File: src/design/aether_pkg.sv
package aether_pkg;

  // -------------------------------------------------------------------------
  // Widths and sizes
  // -------------------------------------------------------------------------
  localparam int DATA_W       = 16;
  localparam int WGT_W        = 8;
  localparam int KERNEL_TAPS  = 9;  // 3x3 kernel
  localparam int ENGINE_COUNT = 4;
  localparam int WGT_DEPTH    = ENGINE_COUNT * KERNEL_TAPS;
  localparam int MEM_AW       = 8;
  localparam int BUF_DEPTH    = 64;

  typedef logic [DATA_W-1:0]              word_t;
  typedef logic [WGT_W-1:0]               weight_t;   // Signed weight
  typedef logic [$clog2(WGT_DEPTH)-1:0]   wgt_idx_t;  // Engine * 9 + tap
  typedef logic [MEM_AW-1:0]              mem_addr_t;
  typedef logic [$clog2(BUF_DEPTH)-1:0]   buf_addr_t;

  // -------------------------------------------------------------------------
  // Register map
  // -------------------------------------------------------------------------
  typedef enum logic [3:0] {
    VERSN = 4'd0,
    HWRID = 4'd1,
    MSTRT = 4'd2,
    MENDD = 4'd3,
    BCFG1 = 4'd4,
    STATS = 4'd5
  } reg_sel_e;

  localparam word_t VERSN_VALUE = 16'h6C00;
  localparam word_t HWRID_VALUE = 16'hB2E9;
  localparam word_t BCFG1_MAX   = word_t'(ENGINE_COUNT);  // Reset value and write clamp

  // Host instructions
  typedef enum logic [3:0] {
    NOP      = 4'd0,
    RD_REG   = 4'd1,
    WR_REG   = 4'd2,
    LDW_STRT = 4'd3,
    LDW_CONT = 4'd4,
    LDW_MOVE = 4'd5,
    LDW_CWGT = 4'd6,
    RD_WGT   = 4'd7
  } opcode_e;

  // -------------------------------------------------------------------------
  // Wishbone classic bus
  // -------------------------------------------------------------------------
  typedef struct packed {
    logic      cyc;
    logic      stb;
    logic      we;
    mem_addr_t adr;
    word_t     dat;
  } wb_req_t;

  typedef struct packed {
    logic  ack;
    word_t dat;
  } wb_rsp_t;

  // Shared by the mover and the loader
  typedef enum logic [1:0] {
    IDLE,
    REQ,
    NEXT
  } xfer_state_e;

endpackage

File: src/design/aether_input_buffer.sv
`timescale 1ns/100ps

module aether_input_buffer (
  input  logic                  clk_i,
  input  logic                  we_i,
  input  aether_pkg::buf_addr_t waddr_i,
  input  aether_pkg::word_t     wdata_i,
  input  aether_pkg::buf_addr_t raddr_i,
  output aether_pkg::word_t     rdata_o
);

  aether_pkg::word_t mem_q [aether_pkg::BUF_DEPTH];

  // Host side
  always_ff @(posedge clk_i)
  begin
    if (we_i)
      mem_q[waddr_i] <= wdata_i;
  end

  // Mover side, one cycle read latency
  always_ff @(posedge clk_i)
  begin
    rdata_o <= mem_q[raddr_i];
  end

endmodule

File: config.mk
export PLATFORM = sky130hd
export DESIGN_NAME = aether_input_buffer
export DESIGN_NICKNAME = d
export VERILOG_FILES = /design/src/design/aether_pkg.sv /design/src/design/aether_input_buffer.sv
export SDC_FILE = /design/constraint.sdc
export NUM_CORES = 1
export LEC_CHECK = 0
export ABC_AREA = 0
export BUFFER_PORTS_ARGS = -buffer_cell sky130_fd_sc_hd__buf_2
export CAP_MARGIN = 30
export CORE_MARGIN = 10
export CORE_UTILIZATION = 50
export CTS_CLUSTER_SIZE = 8
export DETAILED_ROUTE_END_ITERATION = 8
export PLACE_DENSITY = 0.65
export REMOVE_ABC_BUFFERS = 1
export SLEW_MARGIN = 20
export SYNTH_ARGS = -nofsm -noshare
export SYNTH_HDL_FRONTEND = slang
export SYNTH_SLANG_ARGS = --single-unit
File: constraint.sdc
create_clock -name clk_i -period 3.1 [get_ports clk_i]
set_input_delay 0.31 -clock clk_i [delete_from_list [all_inputs] [get_ports clk_i]]
set_output_delay 0.31 -clock clk_i [all_outputs]
set_load 0.02 [all_outputs]
* After elaboration in Yosys (flattened, before gate mapping)
Memory sizes are Yosys's and may differ from the RTL's. A register that Yosys moved wholly into a read port is not among the register bits.
Cells that the tools add are included.
** Cells by class
- Muxes and demuxes :: 2
** Operator list (number)
- $mux 1 :: 2
** Storage, ports and cells
- Word-level logic and storage cells :: 3
- Memories :: 1
- Bits in writable memories :: 1024
- Flip-flop bits (word level) :: 0
** Memory list
- mem_q :: words 64, width 16, rd ports 1, clocked after memory_dff 1, write ports 1, line aether_input_buffer.sv:12 : aether_pkg::word_t mem_q [aether_pkg::BUF_DEPTH];

* Longest topological paths before layout
Gate-level depths: netlist of run 1.
- Depth after elaboration :: 2
- Mapped depth :: 10
- Gate-level depth less buffers :: 5

* Least setup slack after synthesis of run 1
OpenSTA, ideal clock, no wires.
- Path type :: input -> register
- Start point :: input port waddr_i[3]
- End point :: memory mem_q[48][0] (netlist name) (enable)
- Setup time :: 0.409 ns
- Path slack :: 0.755 ns
- Data arrival time :: 1.936 ns
- Buffers on the path :: 1
- Stages :: 4
- Cell sequence :: clkbuf_1 > nor2b_1 > nand4b_1 > nor3_1
** RTL lines
- start, declared :: line aether_input_buffer.sv:6 : input aether_pkg::buf_addr_t waddr_i,
- end, declared :: line aether_input_buffer.sv:12
No word-level cell before the write port.

==> results of run 1 <==
-- worst register-to-register path, cell delays in order (launching register included) --
cell and delay (ns):
edfxtp_1 0.36, mux4_2 0.48, mux2i_1 0.44, a22oi_1 0.17
a31oi_1 0.57, a311oi_1 0.14
-- through the flow --
stage,total power [mW],cell area [um^2],util (%)
floorplan,16.50,39310,-
global placement,17.45,42350,53.52
detailed placement,17.48,42380,53.56
CTS,31.69,46460,58.71
global route,32.40,46510,58.78
finish,31.47,46530,58.80
-- cells by family after synthesis --
family	count (synthesis)	synth area share [%]
AND/OR/NAND/NOR	220	2.647
AO/OA/AOI/OAI	129	2.409
buffers and inverters	104	1.831
flip-flops	1040	77.59
multiplexers	336	15.52
-- synth_stat cells (all sizes together) --
library cell	instances
buf	77
a31oi	8
nand3b	2
and4	5
a21oi	17
a211oi	8
nand2b	3
edfxtp	1024
or3b	1
mux4	224
dfxtp	16
nor2	74
nand3	24
a22o	6
mux2i	85
a41oi	5
nand4b	1
a311oi	8
a22oi	39
a221oi	16
mux2	27
or3	1
nand2	60
nor3	2
nor4	3
o21ai	8
a221o	6
nand4	12
a211o	8
clkbuf	27
and2	2
nor2b	30
-- area by class of cell --
type / count / area [um^2] / area share [%]
well taps: 1050 / 1314 / 2.824
flip-flops and latches: 1040 / 31070 / 66.78
diodes: 5 / 12.51 / 0.02689
clock inverters: 10 / 128.9 / 0.2770
multi-input cells: 685 / 8249 / 17.73
repair buffers: 223 / 1808 / 3.886
clock buffers: 195 / 3944 / 8.477
-- layer usage --
layer,routed length (um),track usage (%)
met1,39430,29.58
met3,8986,5.623
met5,112,0.4231
met2,45740,33.04
met4,3407,8.693
-- where the power goes --
group	internal [mW]	leakage (nW)	total, mW	switching, mW
combinational	0.583	3.75	1.56	0.977
clock	8.75	1.97	14.2	5.49
sequential	15.6	9.35	15.7	0.0616
-- path summary, 6_finish.rpt --
kind / startpoint / endpoint / slack, ns / depth (start not counted)
worst min-delay path: wdata_i[11] / mem_q[50][11] / 0.11 / 1
worst min register to register: mem_q[62][5] / rdata_o[5] / 0.83 / 5
worst max-delay path: raddr_i[0] / rdata_o[1] / 0.73 / 7
worst max register to register: mem_q[23][1] / rdata_o[1] / 0.77 / 5
-- registers in the layout, summed over array words and instances (netlist names) --
name,flops
rdata_o,16
mem_q,1024
==> run summary, run 1 <==
Status: finished, final reports clean
Commonest non-fill, non-tap cell in the layout: edfxtp_1
Total leakage power: 15.07 nW
# fillers: 5635
Final setup violating endpoints: 0
CP max FO: 37
PwrDens: 676.3 nW/um^2
Total negative slack: 0 ns
Final Hold Vio Count: 0
RSZ-0062 raised after global routing: no
Critical path's slowest cell: a31oi_1
Die height: 303.0 um
CP max stage delay: 0.57 ns
GRT overflow: 0
Global-route wire length before repair: 141.2 mm
Die Area: 91800 um^2
Worst skew pair latency: 0.72 ns
Initial cell density of the core: 50.60%
Post-DR vias/cell: 6.137
Ys Warns: 0
CP Buf/Inv Count: 2
Worst setup EP type: register
IO Pins: 46
Biggest area consumer among synthesized cells: edfxtp_1
Worst rel slew slack: 37.41%
First-pass DRT Iterations: 6
Routed Antenna Nets: 0
Type of origin of the critical path: input port
Core box area: 79130 um^2
Final non-filler cell total: 3208
Buffers added on ports: 45
CP delay by family, top: multiplexers
Largest net degree at the start of global routing: 65
Yosys top cell area share: 76.79%
Post-Synthesis Cells: 1829
Nets: 2127
Placed cells: 2995
Final Cycle Share: 76.32%
Max-slew violations: 0
VDD IR max: 0.5101 mV
Maximum clock path buffer count: 3
Final Critical Period: 2.366 ns
Seq/Total Area, Yosys: 77.59%
CTS Sinks: 1040
Total track usage: 21.62%
Min-delay worst type: input port to register
Setup ws final: 0.7340 ns
H-tree depth: 4
Most frequent cells in the layout: edfxtp_1 (1024), mux4_2 (220), buf_4 (162)
Initial DRC count: 2321
Worst-path clk slew: 0.05 ns
Distinct cell type count after synthesis: 43
Aggregate routed wire length: 97.68 mm
Req. time, crit path: 3.65 ns
Num CTS Buffers: 147
Tightest Pin Transition: 0.9369 ns
Setup Slack @ Placement: 0.1173 ns
Via count: 19689
Die width: 303.0 um
Netlist Area Pre-Place: 40040 um^2
Dpl hpwl: 60.36 mm
Setup Fix Bufs, Post-CTS: 0
Initial antenna violation count: 13
CTS tree: built
Worst EP arrival: 2.92 ns
Total of max-cap violations: 0
Layout cell share with drive strength beyond 1: 29.68%
Vias in the first global route: 20172
Resize count post-CTS: 0
Average wire per standard cell: 30.45 um
Crit path cell chain: buf_8, buf_12, mux4_2, mux2i_1, a22oi_1, a31oi_1, a311oi_1
CTS root buf: clkbuf_16
Yosys reg bits: 1040
Leading post-synthesis cells by cell area: edfxtp_1 (77%), mux4_2 (12%), mux2i_1 (2.1%)
Mean post-synth cell area: 21.89 um^2
Max Clock Freq: 422.6 MHz
Skew final: 0.01770 ns
Area delta synth->final: 16.19%
Cell row count: 103
GPL Wtd Cong: 0.8731
Hold buffers post-CTS: 0
# DRC: 0
Critical path class: input port to register
WHS: 0.1132 ns
Power figures use the tool's default switching activity.
==> run 2: changes to the inputs <==
--- a/config.mk
+++ b/config.mk
@@ -12,7 +12,7 @@
 export CORE_UTILIZATION = 50
 export CTS_CLUSTER_SIZE = 8
 export DETAILED_ROUTE_END_ITERATION = 8
-export PLACE_DENSITY = 0.65
+export PLACE_DENSITY = 0.68
 export REMOVE_ABC_BUFFERS = 1
 export SLEW_MARGIN = 20
 export SYNTH_ARGS = -nofsm -noshare
==> constraint.sdc (replaced) <==
create_clock -name clk_i -period 2.1 [get_ports clk_i]
set_input_delay 0.21 -clock clk_i [delete_from_list [all_inputs] [get_ports clk_i]]
set_output_delay 0.21 -clock clk_i [all_outputs]
set_load 0.02 [all_outputs]
==> run 2 against run 1 <==
Register-to-register slack worse by 0.70 ns. Worst setup slack worse by 0.66 ns. Sequential power is 47% higher. Via count is 3.4% higher. Global-route usage is 0.24 points higher. Combinational power is 61% higher. Sequential share of layout area is 1.7 points lower. Total power is 49% higher. Wire length is 0.40% higher. Sequential cell count stayed put. Worst hold slack worse by 0.090 ns. Die area stayed put.
==> run summary, run 2 (same netlist as run 1, synthesis figures left out) <==
Worst hold endpoint: mem_q[55][15]
Type of origin of the critical path: register
Total of max-cap violations: 0
Largest net degree at the start of global routing: 65
Initial DRC count: 2541
Reg-to-Reg Start: mem_q[11][13]
Final Cycle Share: 96.56%
Critical path class: register to register
Average wire per standard cell: 29.65 um
Setup Fix Bufs, Post-CTS: 0
CTS root buf: clkbuf_16
IO Pins: 46
Final Hold Vio Count: 0
Total negative slack: 0 ns
RSZ-0062 raised after global routing: no
WHS: 0.02348 ns
Tightest Pin Transition: 0.8214 ns
Worst R2R End: rdata_o[13]
Die Area: 91800 um^2
Finished Cell Area: 47750 um^2
Int Pwr: 36.95 mW
Largest register FFs: 1024
Reg2reg setup slack: 0.07 ns
WHS Path Cells: 1
Net Switching: 9.977 mW
Area delta synth->final: 19.26%
Largest reg by FF count: mem_q
Buffers added on ports: 45
First-pass DRT Iterations: 6
Most frequent cells in the layout: edfxtp_1 (1024), mux4_2 (220), buf_4 (220)
Req. time, crit path: 2.68 ns
Worst-path clk slew: 0.05 ns
Layout cell share with drive strength beyond 1: 32.61%
Vias in the first global route: 21160
Clock power frac: 45.4%
Worst setup EP type: register
PwrDens: 982.6 nW/um^2
Total track usage: 21.87%
Maximum clock path buffer count: 3
CP max FO: 1
Placed inst area: 43540 um^2
Worst EP arrival: 2.61 ns
Max-slew violations: 0
CTS tree: built
Cell row count: 103
Nets: 2227
Worst setup startpoint: mem_q[11][13]
Seq pwr share: 49.3%
Core box area: 79130 um^2
Commonest non-fill, non-tap cell in the layout: edfxtp_1
H-tree depth: 4
Max Clock Freq: 493.2 MHz
Num CTS Buffers: 148
Final setup violating endpoints: 0
VDD IR max: 0.7690 mV
Die height: 303.0 um
Total leakage power: 15.70 nW
# DRC: 0
Comb pwr share: 5.4%
Worst rel slew slack: 45.24%
CTS Sinks: 1040
Dpl hpwl: 61.50 mm
Largest regs: mem_q (1024), rdata_o (16)
Routed Antenna Nets: 0
Worst skew pair latency: 0.72 ns
Min-delay worst type: input port to register
Status: finished, final reports clean
Switching fraction of total power: 21.26%
Via count: 20352
Die width: 303.0 um
Skew final: 0.02294 ns
Initial cell density of the core: 50.60%
Initial antenna violation count: 9
Final Critical Period: 2.028 ns
Post-DR vias/cell: 6.152
GRT overflow: 0
GPL Wtd Cong: 0.8577
Hold path start: wdata_i[15]
R2R depth: 6
Global-route wire length before repair: 145.6 mm
Aggregate routed wire length: 98.07 mm
-- run 2: final cells by class --
cell class	count	area, um^2
Sequential cell	1040	31070
Clock inverter	14	237.7
Antenna cell	4	10.01
Fill cell	5514	31370
Tap cell	1050	1314
Timing Repair Buffer	322	2974
Multi-Input combinational cell	685	8255
Clock buffer	193	3894
-- run 2: worst max path at each step --
stage                         endpoint  slack [ns]
after floorplan           mem_q[48][0]       0.008
after global placement      rdata_o[2]       -0.47
after detailed placement    rdata_o[2]       -0.47
after CTS                  rdata_o[13]        0.10
after global routing       rdata_o[11]        0.04
final                      rdata_o[13]        0.07
-- run 2: through the flow --
step           total power [mW]  setup WS [ns]  std cells  utilization (%)
2_1_floorplan             24.36       0.007519       1725                -
3_3_place_gp              25.94        -0.4726       3090            55.02
3_5_place_dp              26.00        -0.4727       3090            55.02
4_1_cts                   47.26         0.1018       3304            60.34
5_1_grt                   48.31        0.03898       3304            60.34
6_report                  46.92        0.07222       3308            60.35
-- run 2: what timing repair did --
item / CTS / global route
gates resized for setup: 1 / 0
hold endpoints to repair: 71 / 0
setup endpoints to repair: 1 / 0
hold buffers: 7 / 0
-- run 2: layer usage --
metal,vias to the layer above,wire length [um],GRT usage [%],part of all wire (%)
met5,-,31,0,0.032
met2,1056,47570,34.39,49
met4,4,2141,6.300,2.2
met3,159,9381,5.188,9.6
met1,10739,38950,30.44,40
li1,8394,-,-,-
-- run 2: power groups by stage --
stage	registers (mW)	logic [mW]	clock network (mW)
floorplan	23.5	0.852	0
global route	23.1	2.65	22.6
global placement	23.5	2.45	0
CTS	23.1	2.53	21.6
detailed placement	23.5	2.51	0
finish	23.1	2.51	21.3
-- run 2: worst max-delay path: stages (launching register included) --
cell      delay, ns
edfxtp_1       0.36
mux4_2         0.48
nor2b_1        0.16
a211o_1        0.28
a31oi_1        0.35
buf_4          0.20
a311oi_1       0.05
==> run 3: changes to the inputs <==
--- a/config.mk
+++ b/config.mk
@@ -6,14 +6,15 @@
 export NUM_CORES = 1
 export LEC_CHECK = 0
 export ABC_AREA = 0
-export BUFFER_PORTS_ARGS = -buffer_cell sky130_fd_sc_hd__buf_2
 export CAP_MARGIN = 30
 export CORE_MARGIN = 10
 export CORE_UTILIZATION = 50
 export CTS_CLUSTER_SIZE = 8
 export DETAILED_ROUTE_END_ITERATION = 8
+export DONT_BUFFER_PORTS = 1
 export PLACE_DENSITY = 0.68
 export REMOVE_ABC_BUFFERS = 1
+export SETUP_SLACK_MARGIN = 0.3
 export SLEW_MARGIN = 20
 export SYNTH_ARGS = -nofsm -noshare
 export SYNTH_HDL_FRONTEND = slang
==> run 3 against run 2 <==
The run now ends with hold timing left. Worst hold slack worse by 0.026 ns. Cell area is 1.6% lower. Global-route usage is 0.053 points lower. Combinational power is 23% lower. Sequential share of layout area is 1.1 points higher. Largest cell class unchanged.
==> run summary, run 3 (same netlist as run 1, synthesis figures left out) <==
GPL Wtd Cong: 0.8194
Aggregate routed wire length: 98.47 mm
CTS Sinks: 1040
Worst rel slew slack: 36.09%
Final Critical Period: 1.978 ns
CTS tree: built
Final non-filler cell total: 3184
Vias in the first global route: 20359
Post-DR vias/cell: 6.301
Final Hold Vio Count: 1
Initial cell density of the core: 50.60%
CTS root buf: clkbuf_16
Commonest non-fill, non-tap cell in the layout: edfxtp_1
Nets: 2105
Total track usage: 21.81%
Worst setup EP type: register
Type of origin of the critical path: register
Placed cells: 2932
Average wire per standard cell: 30.93 um
Comb pwr share: 4.2%
IO Pins: 46
H-tree depth: 4
Buffers added on ports: 0
Global-route wire length before repair: 143.8 mm
Largest regs: mem_q (1024), rdata_o (16)
Int Pwr: 36.77 mW
Net Switching: 9.372 mW
Initial antenna violation count: 3
Req. time, crit path: 2.66 ns
Seq pwr share: 50.3%
Largest net degree at the start of global routing: 261
Worst skew pair latency: 0.71 ns
# DRC: 0
PwrDens: 982.1 nW/um^2
Layout cell share with drive strength beyond 1: 29.17%
VDD IR max: 0.7290 mV
Largest register FFs: 1024
Met3 GRT Util: 6.264%
CP delay by family, top: multiplexers
Crit path cell chain: mux4_2, mux2_2, a21oi_1, buf_4, nor4_2
Most Crowded Layer GR: met2
Cell row count: 103
Max Clock Freq: 505.5 MHz
Switching fraction of total power: 20.31%
Max-slew violations: 0
Dpl hpwl: 54.78 mm
Total leakage power: 15.10 nW
Critical path class: register to register
Final Cycle Share: 94.21%
Total of max-cap violations: 0
Die Area: 91800 um^2
CP max FO: 1
Area delta synth->final: 17.34%
Placed inst area: 41910 um^2
Most frequent cells in the layout: edfxtp_1 (1024), mux4_2 (220), clkbuf_16 (150)
Finished Cell Area: 46990 um^2
Initial DRC count: 2583
Num CTS Buffers: 147
Worst-path clk slew: 0.05 ns
Total negative slack: 0 ns
Clock power frac: 45.5%
CP max stage delay: 0.47 ns
Min-delay worst type: input port to register
Routed Antenna Nets: 0
Skew final: 0.01802 ns
Status: finished with violations
Worst EP arrival: 2.54 ns
# fillers: 5458
WHS: -0.002849 ns
Met1 Use GR: 30.09%
Die height: 303.0 um
CP Buf/Inv Count: 1
RSZ-0062 raised after global routing: yes
Final setup violating endpoints: 0
Tightest Pin Transition: 0.9587 ns
Die width: 303.0 um
Critical path's slowest cell: mux4_2
Via count: 20061
First-pass DRT Iterations: 5
Failing checks: hold timing
GRT overflow: 0
Core box area: 79130 um^2
Maximum clock path buffer count: 3
M2 GR Usage: 33.06%
Largest reg by FF count: mem_q
run 3: per-stage QoR:
| step | utilization [%] | power, mW | hold slack [ns] | worst slack [ns] |
|---|---|---|---|---|
| 6_report | 59.38 | 46.15 | -0.002849 | 0.1217 |
| 5_1_grt | 59.37 | 47.43 | -0.01467 | 0.07694 |
| 4_1_cts | 59.18 | 46.37 | 0.0008296 | 0.1271 |
| 3_5_place_dp | 52.97 | 24.89 | 0.3183 | -0.01395 |
| 3_3_place_gp | 52.97 | 24.87 | 0.3170 | -0.05638 |
| 2_1_floorplan | - | 24.36 | 0.3089 | 0.007519 |
run 3: path summary, 6_finish.rpt:
path | slack [ns] | end | cells past startpoint | start
worst max-delay path | 0.12 | rdata_o[8] | 5 | mem_q[12][8]
worst min-delay path | -0.003 | rdata_o[9] | 3 | raddr_i[3]
worst max register to register | 0.12 | rdata_o[8] | 5 | mem_q[12][8]
worst min register to register | 0.88 | rdata_o[9] | 4 | mem_q[44][9]
run 3: final cells by class:
class                   count  area [um^2]  share of cell area [%]
diodes                      2        5.005                 0.01065
repair buffers            201         2016                   4.290
clock buffers             196         3926                   8.356
clock inverters            10        136.4                  0.2903
multi-input cells         685         8519                   18.13
well taps                1050         1314                   2.796
flip-flops and latches   1040        31070                   66.13
run 3: power by group through the flow:
stage	Clock (mW)	Sequential [mW]	Combinational [mW]
after floorplan	0	23.5	0.852
after global placement	0	23.6	1.30
after detailed placement	0	23.6	1.31
after CTS	21.3	23.2	1.88
after global routing	22.2	23.2	2.01
final	21.0	23.2	1.94
run 3: worst min-delay path, cell delays in order:
cell      delay (ns)
nand3_2         0.07
a31oi_4         0.28
a311oi_1        0.07
run 3: per-layer routing:
layer / up-vias / wire [um]
met2: 1132 / 45990
met4: 4 / 2885
met5: - / 26
met3: 158 / 10860
met1: 10603 / 38710
li1: 8164 / -
run 3: repair_timing:
item                                   in CTS  in global routing
pin swaps                                  15                 16
setup endpoints to repair                  16                 16
endpoints found under the hold margin    1146                  2
cloned                                      0                  0
buffers inserted                            0                  0
hold buffers                               43                  1
resized for setup                          26                 25
