===== config.mk =====
export PLATFORM = sky130hd
export DESIGN_NAME = aether_decoder
export DESIGN_NICKNAME = d
export VERILOG_FILES = /design/src/design/aether_pkg.sv /design/src/design/aether_decoder.sv
export SDC_FILE = /design/constraint.sdc
export NUM_CORES = 1
export LEC_CHECK = 0
export BUFFER_PORTS_ARGS = -buffer_cell sky130_fd_sc_hd__buf_2
export CORE_MARGIN = 2
export CORE_UTILIZATION = 35
export CTS_CLUSTER_DIAMETER = 60
export DETAILED_ROUTE_END_ITERATION = 8
export PLACE_DENSITY = 0.67
export SLEW_MARGIN = 20
export SYNTH_ARGS = -nofsm -noshare
export SYNTH_HDL_FRONTEND = slang
export SYNTH_SLANG_ARGS = --single-unit

===== constraint.sdc =====
create_clock -name clk_i -period 2.6 [get_ports clk_i]
set_input_delay 0.52 -clock clk_i [delete_from_list [all_inputs] [get_ports clk_i]]
set_output_delay 0.52 -clock clk_i [all_outputs]
set_load 0.03 [all_outputs]

===== src/design/aether_pkg.sv =====
package aether_pkg;

  // -------------------------------------------------------------------------
  // Widths and sizes
  // -------------------------------------------------------------------------
  localparam int DATA_W       = 16;
  localparam int WGT_W        = 8;
  localparam int KERNEL_TAPS  = 9;  // 3x3 kernel
  localparam int ENGINE_COUNT = 4;
  localparam int WGT_DEPTH    = ENGINE_COUNT * KERNEL_TAPS;
  localparam int MEM_AW       = 8;
  localparam int BUF_DEPTH    = 64;

  typedef logic [DATA_W-1:0]              word_t;
  typedef logic [WGT_W-1:0]               weight_t;   // Signed weight
  typedef logic [$clog2(WGT_DEPTH)-1:0]   wgt_idx_t;  // Engine * 9 + tap
  typedef logic [MEM_AW-1:0]              mem_addr_t;
  typedef logic [$clog2(BUF_DEPTH)-1:0]   buf_addr_t;

  // -------------------------------------------------------------------------
  // Register map
  // -------------------------------------------------------------------------
  typedef enum logic [3:0] {
    VERSN = 4'd0,
    HWRID = 4'd1,
    MSTRT = 4'd2,
    MENDD = 4'd3,
    BCFG1 = 4'd4,
    STATS = 4'd5
  } reg_sel_e;

  localparam word_t VERSN_VALUE = 16'h6C00;
  localparam word_t HWRID_VALUE = 16'hB2E9;
  localparam word_t BCFG1_MAX   = word_t'(ENGINE_COUNT);  // Reset value and write clamp

  // Host instructions
  typedef enum logic [3:0] {
    NOP      = 4'd0,
    RD_REG   = 4'd1,
    WR_REG   = 4'd2,
    LDW_STRT = 4'd3,
    LDW_CONT = 4'd4,
    LDW_MOVE = 4'd5,
    LDW_CWGT = 4'd6,
    RD_WGT   = 4'd7
  } opcode_e;

  // -------------------------------------------------------------------------
  // Wishbone classic bus
  // -------------------------------------------------------------------------
  typedef struct packed {
    logic      cyc;
    logic      stb;
    logic      we;
    mem_addr_t adr;
    word_t     dat;
  } wb_req_t;

  typedef struct packed {
    logic  ack;
    word_t dat;
  } wb_rsp_t;

  // Shared by the mover and the loader
  typedef enum logic [1:0] {
    IDLE,
    REQ,
    NEXT
  } xfer_state_e;

endpackage


===== src/design/aether_decoder.sv =====
`timescale 1ns/100ps

module aether_decoder (
  input  logic                  clk_i,
  input  logic                  arst_n_i,
  input  aether_pkg::opcode_e   instruction_i,
  input  aether_pkg::reg_sel_e  param_1_i,
  input  aether_pkg::word_t     param_2_i,
  input  logic                  mover_busy_i,
  input  logic                  loader_busy_i,
  input  aether_pkg::weight_t   weight_i,
  output aether_pkg::word_t     data_o,
  output logic                  interrupt_o,
  output logic                  buf_we_o,
  output aether_pkg::buf_addr_t buf_waddr_o,
  output aether_pkg::word_t     buf_wdata_o,
  output aether_pkg::mem_addr_t mem_start_o,
  output aether_pkg::mem_addr_t mem_end_o,
  output aether_pkg::word_t     engine_count_o,
  output logic                  move_start_o,
  output logic                  load_start_o,
  output aether_pkg::wgt_idx_t  weight_idx_o
);

  typedef struct packed {
    aether_pkg::opcode_e  op;
    aether_pkg::reg_sel_e sel;
    aether_pkg::word_t    arg;
  } cmd_t;

  cmd_t                  cmd_q;    // Sampled host command
  aether_pkg::word_t     mstrt_q;
  aether_pkg::word_t     mendd_q;
  aether_pkg::word_t     bcfg1_q;
  aether_pkg::word_t     stats;
  aether_pkg::word_t     reg_rdata;
  aether_pkg::buf_addr_t wptr_q;   // Buffer write pointer

  always_ff @(posedge clk_i or negedge arst_n_i)
  begin
    if (!arst_n_i)
      cmd_q <= '{op: aether_pkg::NOP, sel: aether_pkg::VERSN, arg: '0};
    else
      cmd_q <= '{op: instruction_i, sel: param_1_i, arg: param_2_i};
  end

  // -------------------------------------------------------------------------
  // Register file and buffer pointer
  // -------------------------------------------------------------------------
  always_ff @(posedge clk_i or negedge arst_n_i)
  begin
    if (!arst_n_i)
    begin
      mstrt_q <= '0;
      mendd_q <= '0;
      bcfg1_q <= aether_pkg::BCFG1_MAX;
    end
    else if (cmd_q.op == aether_pkg::WR_REG)
    begin
      case (cmd_q.sel)
        aether_pkg::MSTRT: mstrt_q <= cmd_q.arg;
        aether_pkg::MENDD: mendd_q <= cmd_q.arg;
        aether_pkg::BCFG1:
          bcfg1_q <= (cmd_q.arg > aether_pkg::BCFG1_MAX) ? aether_pkg::BCFG1_MAX : cmd_q.arg;
        default: ;  // Read-only or unmapped
      endcase
    end
  end

  always_ff @(posedge clk_i or negedge arst_n_i)
  begin
    if (!arst_n_i)
      wptr_q <= '0;
    else if (cmd_q.op == aether_pkg::LDW_STRT)
      wptr_q <= '0;
    else if (cmd_q.op == aether_pkg::LDW_CONT)
      wptr_q <= wptr_q + 1'b1;  // Wraps at buffer depth
  end

  assign stats = aether_pkg::word_t'({loader_busy_i, mover_busy_i});

  always_comb
  begin
    case (cmd_q.sel)
      aether_pkg::VERSN: reg_rdata = aether_pkg::VERSN_VALUE;
      aether_pkg::HWRID: reg_rdata = aether_pkg::HWRID_VALUE;
      aether_pkg::MSTRT: reg_rdata = mstrt_q;
      aether_pkg::MENDD: reg_rdata = mendd_q;
      aether_pkg::BCFG1: reg_rdata = bcfg1_q;
      aether_pkg::STATS: reg_rdata = stats;
      default:           reg_rdata = '0;
    endcase
  end

  // Readback register, holds until the next read
  always_ff @(posedge clk_i or negedge arst_n_i)
  begin
    if (!arst_n_i)
      data_o <= '0;
    else if (cmd_q.op == aether_pkg::RD_REG)
      data_o <= reg_rdata;
    else if (cmd_q.op == aether_pkg::RD_WGT)
      data_o <= {{(aether_pkg::DATA_W - aether_pkg::WGT_W){weight_i[aether_pkg::WGT_W-1]}},
                 weight_i};
  end

  assign move_start_o   = (cmd_q.op == aether_pkg::LDW_MOVE) && !mover_busy_i;
  assign load_start_o   = (cmd_q.op == aether_pkg::LDW_CWGT) && !loader_busy_i;
  assign interrupt_o    = mover_busy_i || loader_busy_i;
  assign buf_we_o       = (cmd_q.op == aether_pkg::LDW_CONT);
  assign buf_waddr_o    = wptr_q;
  assign buf_wdata_o    = cmd_q.arg;
  assign mem_start_o    = mstrt_q[aether_pkg::MEM_AW-1:0];
  assign mem_end_o      = mendd_q[aether_pkg::MEM_AW-1:0];
  assign engine_count_o = bcfg1_q;
  assign weight_idx_o   = cmd_q.arg[$bits(aether_pkg::wgt_idx_t)-1:0];

  // Each start pulse makes its unit busy from the next cycle
  a_move_start: assert property (@(posedge clk_i) disable iff (!arst_n_i)
    move_start_o |=> mover_busy_i);
  a_load_start: assert property (@(posedge clk_i) disable iff (!arst_n_i)
    load_start_o |=> loader_busy_i);

endmodule


## After elaboration in Yosys (flattened, before gate mapping)

Index checks and enable logic that the tools add are counted.

| storage, ports and cells | value |
|---|---|
| flip-flop bits (word level) | 94 |
| output and inout port bits | 80 |
| logic and storage cells | 39 |

| cells by class | value |
|---|---|
| add/subtract/negate cells | 1 |
| magnitude comparators | 1 |
| eq/ne operators | 12 |
| muxes and demuxes | 6 |
| reduce and logical (&&, ||, !) cells | 11 |

Operators with widths:

| cell | number |
|---|---|
| $pmux 16 s6 | 1 |
| $mux 16 | 3 |
| $eq 4x3->1 const B | 6 |
| $eq 4x2->1 const B | 4 |
| $gt 16x3->1 const B | 1 |
| $mux 6 | 2 |
| $eq 4x1->1 const B | 2 |
| $add 6x1->6 const B | 1 |
| $reduce_and 2->1 | 3 |
| $logic_not 4->1 | 1 |
| $reduce_bool 2->1 | 2 |
| $logic_and 1x1->1 | 2 |
| $logic_not 1->1 | 2 |
| $logic_or 1x1->1 | 1 |

## Longest topological paths before layout

Gate-level depths: netlist of the first run.

| depth | value |
|---|---|
| depth in word-level cells | 3 |
| depth in mapped cells | 7 |

## Worst setup path before layout of the first run

OpenSTA, ideal clock, no wires.

| timing | value |
|---|---|
| kind | register -> output |
| from | register cmd_q[23] in the netlist's numbering |
| to | output port load_start_o |
| data arrival time | 1.620 ns |
| data required time | 2.080 ns |
| slack | 0.460 ns |
| cell stages (with the launch flop) | 3 |
| cell sequence | dfrtp_1 > nand2b_1 > nor4b_1 |

| between the ends | value |
|---|---|
| word-level cells in the longest chain between the ends | 2 |

RTL lines:

| item | line | text |
|---|---|---|
| from (decl) | aether_decoder.sv:31 | `cmd_t cmd_q;` |
| from (signal assigned) | aether_decoder.sv:42 | `cmd_q <= '{op: aether_pkg::NOP, sel: aether_pkg::VERSN, arg: '0};` |
| from (signal assigned) | aether_decoder.sv:44 | `cmd_q <= '{op: instruction_i, sel: param_1_i, arg: param_2_i};` |
| $eq 4x3->1 | aether_decoder.sv:108 | `assign load_start_o = (cmd_q.op == aether_pkg::LDW_CWGT) && !loader_busy_i;` |
| $logic_and 1x1->1 | aether_decoder.sv:108 |  |
| to (decl) | aether_decoder.sv:21 | `output logic load_start_o,` |

Every way passes these cells.

## Worst setup path in the final report of the first run

| timing | value |
|---|---|
| from | register cmd_q[22] in the netlist's numbering |
| to | register data_o[8] |

| between the ends | value |
|---|---|
| word-level cells in the longest chain between the ends | 2 |

RTL lines:

| item | line | text |
|---|---|---|
| $eq 4x1->1 / $eq 4x3->1 (equally long branches) | aether_decoder.sv:100, aether_decoder.sv:102 |  |
| $mux 16 / $reduce_bool 2->1 (equally long branches) | n/a |  |
| to (signal assigned) | aether_decoder.sv:101 | `data_o <= reg_rdata;` |
| to (signal assigned) | aether_decoder.sv:103 | `data_o <= {{(aether_pkg::DATA_W - aether_pkg::WGT_W){weight_i[aether_pkg::WGT_W-1]}},` |
| to (decl) | aether_decoder.sv:12 | `output aether_pkg::word_t data_o,` |

Several ways; a longest one is shown, not always the timed one.
A chain may end at the register's enable or synchronous reset.

==> impl_metrics.ini, run 1 <==
[grt]
grtUsageMet3_pct = 4.54
antenna_found_initial = 0
gr-total-overflow = 0
grt_pass1_wl_um = 15400
grt_usage_pct = 15.9
met1_usage_pct = 20.4
grt-busiest-layer = met2
grt_max_degree = 43
use_met2_pct = 24.7
grt_pass1_vias = 2907

[clocking]
cts_htree_levels = 3
ctsResizeCount = 0
numCtsBuffers = 9
post_cts_buffers = 0
clock_latency_ps = 350
clockBufferDepth = 2
clockRootBuffer = clkbuf_16
path_clk_slew_ps = 70
tritoncts = done
ctsHoldBuffers = 0
clock_sinks = 94

[power]
p_int_mw = 2.58
p_switching_mw = 1.07
p_per_area_nw_per_um2 = 743
seqPwrFrac_pct = 46.5
ir_worst_vdd_mv = 0.303
clkPwrFrac_pct = 36.7
p_sw_share_pct = 29.2
combinationalPowerShare_pct = 16.8
p_leak_nw = 2.44

[flow_run]
maxCapViolations = 0

[synthesis]
synth_compound_area_share_pct = 8.87
synthAdderAreaFrac_pct = 0.306
syn-num-nets = 377
ys_types = 42
synthMuxAreaShare_pct = 10.1
yosys_warnings = 0
yosys.area_share.simple_pct = 12.9
yosysSeqAreaShare_pct = 57.5
ys_ff_latch = 94
syn_inst = 340
synth_top_family_by_area = simple AND/OR/NAND/NOR gates
syn_area_um2 = 4090
synthArstFlopShare_pct = 100
postSynthAreaPerCell_um2 = 12.0
synth_ff_type = dfrtp_1
synth_xor_area_share_pct = 1.28
synth_edf_count = 0

[critical_path]
path_class = flip-flop to flip-flop
rr_worst_depth = 4
r2r_end = data_o[8]$_DFFE_PN0P_
rrSetupSlack_ps = 480
crit_required_ps = 2870
reg2reg_from = cmd_q[22]$_DFF_PN0_
cp_max_fo = 15
startpoint_type = flip-flop
cp-end-kind = flip-flop
arrival_ps = 2390

[routing]
vias_per_cell = 4.91
drc = 0
firstDrtPassIters = 4
postRouteAntennaNets = 0
drt-total-wl_um = 9520
drtIter0Drc = 115
vias = 2805
wl_per_cell_um = 16.7

[placement]
dpl_cell_area_um2 = 4590
io_buffer_count = 115
post-dp-hpwl_um = 7040
gp_congestion = 0.813
dp_cells = 555

[sta]
min_period_ps = 2120
slew_headroom_pct = 57.4
finalClockSkew_ps = 8.45
setup_viol = 0
min_period_over_period_pct = 81.5
max_freq_ghz = 0.472
slew_violations = 0
hold_viol_final = 0
worst_pin_slew_ps = 634
rsz0062_at_grt = no
final.setup.tns_ps = 0

[finish]
layoutNonFillerInstCount = 571
post-route-util_pct = 42.9
area_growth_pct = 19.9
antenna_cells = 0
drive_above_1_share_pct = 43.2
nets = 460
final_cell_area_um2 = 4900

[die]
die_area_um2 = 12600
core_area_um2 = 11400
io_pins = 116
die_h_um = 112
num_rows = 39
die_x_um = 112
initial_utilization_pct = 35.8

[run_status]
status = complete, no violations

[hold_path]
hold_path.class = input port to asynchronous set/reset pin
-- state kept, by name, indices dropped and copies added, names as in the netlist --
name and count:
buf_wdata_o 16, mendd_q 16, buf_waddr_o 6, cmd_q 8, engine_count_o 16, data_o 16, mstrt_q 16
-- Yosys cell counts, drive strengths merged, types with 6 or more instances --
cell type | n | area (um^2)
buf | 47 | 333
nor2b | 6 | 37.5
o21ai | 8 | 40.0
a22o | 10 | 87.6
clkbuf | 8 | 30.0
nand2 | 15 | 56.3
nor2 | 22 | 82.6
mux2 | 34 | 383
and2 | 13 | 81.3
a22oi | 15 | 113
dfrtp | 93 | 2330
nand2b | 10 | 62.6
a21oi | 11 | 55.1
-- power groups by stage --
| stage | clock (mW) | sequential, mW | combinational, mW |
|---|---|---|---|
| 2_1_floorplan | 0 | 1.84 | 0.312 |
| 3_3_place_gp | 0 | 1.71 | 0.609 |
| 3_5_place_dp | 0 | 1.72 | 0.617 |
| 4_1_cts | 1.38 | 1.69 | 0.617 |
| 5_1_grt | 1.45 | 1.71 | 0.657 |
| 6_report | 1.34 | 1.69 | 0.610 |
-- worst max path at each step --
stage | startpoint | endpoint | slack [ps] | depth (start not counted)
floorplan | cmd_q[23]$_DFF_PN0_ | load_start_o | 460 | 2
global placement | cmd_q[22]$_DFF_PN0_ | data_o[8]$_DFFE_PN0P_ | 580 | 4
detailed placement | cmd_q[22]$_DFF_PN0_ | data_o[8]$_DFFE_PN0P_ | 500 | 4
CTS | cmd_q[23]$_DFF_PN0_ | move_start_o | 470 | 3
global route | cmd_q[22]$_DFF_PN0_ | data_o[2]$_DFFE_PN0P_ | 330 | 4
finish | cmd_q[22]$_DFF_PN0_ | data_o[8]$_DFFE_PN0P_ | 480 | 4
-- cell type report --
cell class	instances	area, um^2
Sequential cell	94	2350
Clock buffer	10	239
Clock inverter	6	71.3
Tap cell	143	179
Timing Repair Buffer	127	681
Inverter	1	3.75
Fill cell	1095	6520
Multi-Input combinational cell	190	1380
-- critical path, stage by stage (launching register included) --
cell	delay, ps
dfrtp_1	460
or4b_1	790
or3_1	430
o22a_1	200
a21oi_1	160
-- cells by family after synthesis --
family | Yosys count
DFF | 94
xor gates and xnor gates | 6
buffers and inverters | 56
adders and majority gates | 1
and+or+nand+nor | 93
AOI/OAI and AO/OA | 53
muxes | 37
-- per-stage QoR --
step                worst slack, ps  total power, mW  hold slack, ps
global placement                580             2.32             469
detailed placement              499             2.34             476
finish                          480             3.64             132
floorplan                       460             2.15             224
CTS                             473             3.69             143
global route                    330             3.82             153
-- cells in the final DEF (no fill, tap or decap), types with 6 or more instances in the layout --
cell	count
buf_2	114
dfrtp_1	93
mux2_2	34
nor2_1	22
nand2_1	15
a22oi_1	15
and2_1	13
buf_4	12
a21oi_1	11
nand2b_1	10
a22o_1	10
clkbuf_16	9
o21ai_0	8
nor2b_1	6
-- routing by layer --
| metal | vias up | part of all wire [%] |
|---|---|---|
| met5 | - | 0 |
| li1 | 1325 | - |
| met3 | 17 | 5.3 |
| met2 | 82 | 49 |
| met1 | 1381 | 43 |
| met4 | 0 | 2.7 |
(Power assumes the default switching activity.)
==> run 2: changes to the inputs <==
- ABC_AREA: not set -> 1
- PLACE_DENSITY: 0.67 -> 0.7
- clock period: 2.6 -> 1.72 ns (I/O delays scaled with it)
==> impl_metrics.ini, run 2 <==
[sta]
slew_violations = 0
worst_pin_slew_ps = 498
finalClockSkew_ps = 5.33
min_period_over_period_pct = 99.8
max_freq_ghz = 0.583
min_period_ps = 1720
rsz0062_at_grt = yes
hold_viol_final = 0
setup_viol = 0
slew_headroom_pct = 66.8

[flow_run]
maxCapViolations = 0

[synthesis]
postSynthAreaPerCell_um2 = 8.93
yosys.area.top_type_share_pct = 56.4
synth_edf_count = 0
synth_most_common_cell = dfrtp_1
syn-num-nets = 499
syn_inst = 462
yosys_warnings = 0
synth_area_leader_cell = dfrtp_1
yosysSeqAreaShare_pct = 57.1
ys_types = 27
syn_area_um2 = 4130
ys_ff_latch = 94
synthTopCellsByCount = dfrtp_1, nand2_1, o21ai_0
synth_ff_type = dfrtp_1
synthTopCellsByArea = dfrtp_1, nand2_1, buf_4, o21ai_0, inv_1
synthArstFlopShare_pct = 100

[routing]
vias = 3298
postRouteAntennaNets = 0
drtIter0Drc = 275
drt-total-wl_um = 9890
vias_per_cell = 4.74
wl_per_cell_um = 14.2
drc = 0
firstDrtPassIters = 5

[finish]
final_common_cell = buf_2
seq_area_um2 = 2350
multiInputGateArea_um2 = 1280
drive_above_1_share_pct = 28.9
final_cell_mix = buf_2, dfrtp_1, nand2_1
nets = 585
area_growth_pct = 21.4
antenna_cells = 0
fill_cells = 1117
final_cell_area_um2 = 5010
layoutNonFillerInstCount = 696

[placement]
dpl_cell_area_um2 = 4640
post-dp-hpwl_um = 7470
io_buffer_count = 115
gp_congestion = 0.844
dp_cells = 679

[critical_path]
rr_worst_depth = 6
crit_required_ps = 1380
cp_slowest_stage_delay_ps = 410
path_class = flip-flop to primary output
arrival_ps = 1370
startpoint_type = flip-flop
cp_max_fo = 4
path_cells = inv_2 -> nand2_1 -> nor3_1 -> buf_4
cpMaxStageDelayCell = dfrtp_1
cp-end-kind = primary output

[power]
p_per_area_nw_per_um2 = 1090
ir_worst_vdd_mv = 0.427
p_leak_nw = 2.58

[grt]
gr-total-overflow = 0
grt_pass1_wl_um = 16200
grt_usage_pct = 16.1
grt_pass1_vias = 3207
antenna_found_initial = 1
grt_max_degree = 95

[die]
initial_utilization_pct = 36.0
core_area_um2 = 11500
die_h_um = 113
io_pins = 116
num_rows = 39
die_x_um = 113
die_area_um2 = 12700

[clocking]
tritoncts = done
path_clk_slew_ps = 60
clockBufferDepth = 2
clock_sinks = 94
numCtsBuffers = 9
cts_htree_levels = 3
ctsHoldBuffers = 0
clock_latency_ps = 330
clockRootBuffer = clkbuf_16

[run_status]
status = complete, no violations

[hold_path]
hold_path.class = input port to asynchronous set/reset pin
run 2: worst max-delay path: cells and delay by family, from the launching register on:
kind          cells  cell delay [ps]
buf+inv           2              320
flops             1              410
simple gates      2              320
run 2: power breakdown:
group / internal, mW / switching [mW] / total (mW)
clock: 1.28 / 0.823 / 2.10
sequential: 2.40 / 0.134 / 2.53
combinational: 0.245 / 0.592 / 0.837
total: 3.92 / 1.55 / 5.47
run 2: worst paths after layout:
check / startpoint / end / slack, ps
min: arst_n_i / buf_waddr_o[5]$_DFFE_PN0P_ / 30
max reg2reg: cmd_q[23]$_DFF_PN0_ / data_o[7]$_DFFE_PN0P_ / 120
max: cmd_q[21]$_DFF_PN0_ / move_start_o / 4
min in group clk_i: param_2_i[12] / buf_wdata_o[12]$_DFF_PN0_ / 110
min reg2reg: mendd_q[15]$_DFFE_PN0P_ / mendd_q[15]$_DFFE_PN0P_ / 490
max in group asynchronous: arst_n_i / mstrt_q[5]$_DFFE_PN0P_ / 1290
run 2: layer usage:
metal / vias up / global-route usage [%] / routed length (um)
met2: 118 / 24.0 / 4610
met3: 18 / 4.54 / 717
met5: - / 0 / 0
met1: 1529 / 22.6 / 4380
li1: 1633 / - / -
met4: 0 / 5.69 / 186
run 2: stage by stage:
| step | power, mW | hold WS [ps] | setup WS, ps | utilization, % | TNS [ps] |
|---|---|---|---|---|---|
| 5_1_grt | 5.74 | 92.0 | -39.2 | 43.7 | -57.8 |
| 3_3_place_gp | 3.39 | 421 | 126 | 40.5 | 0 |
| 4_1_cts | 5.53 | 71.7 | -43.1 | 43.4 | -82.4 |
| 6_report | 5.47 | 27.9 | 3.56 | 43.7 | 0 |
| 3_5_place_dp | 3.41 | 432 | 74.9 | 40.5 | 0 |
| 2_1_floorplan | 3.15 | 48.4 | 128 | - | 0 |
run 2: cell families (layout without fill, tap and decap cells):
kind of cell	count (synthesis)	count (layout)	share of synthesized area, %
simple gates	180	180	18.7
compound gates	88	88	11.2
buf+inv	99	190	12.8
fa+ha+maj	1	1	0.303
flops	94	94	57.1
run 2: layout make-up:
type                            instances  area share [%]
Clock buffer                            9            4.50
Sequential cell                        94            47.0
Tap cell                              143            3.57
Multi-Input combinational cell        269            25.6
Clock inverter                          7            1.95
Inverter                               48            3.60
Timing Repair Buffer                  126            13.8
run 2: timing repair:
action,in CTS,in global routing
buffers inserted,0,1
gates cloned,0,0
resized for setup,4,7
endpoints found under the hold margin,0,0
setup endpoints to repair,2,30
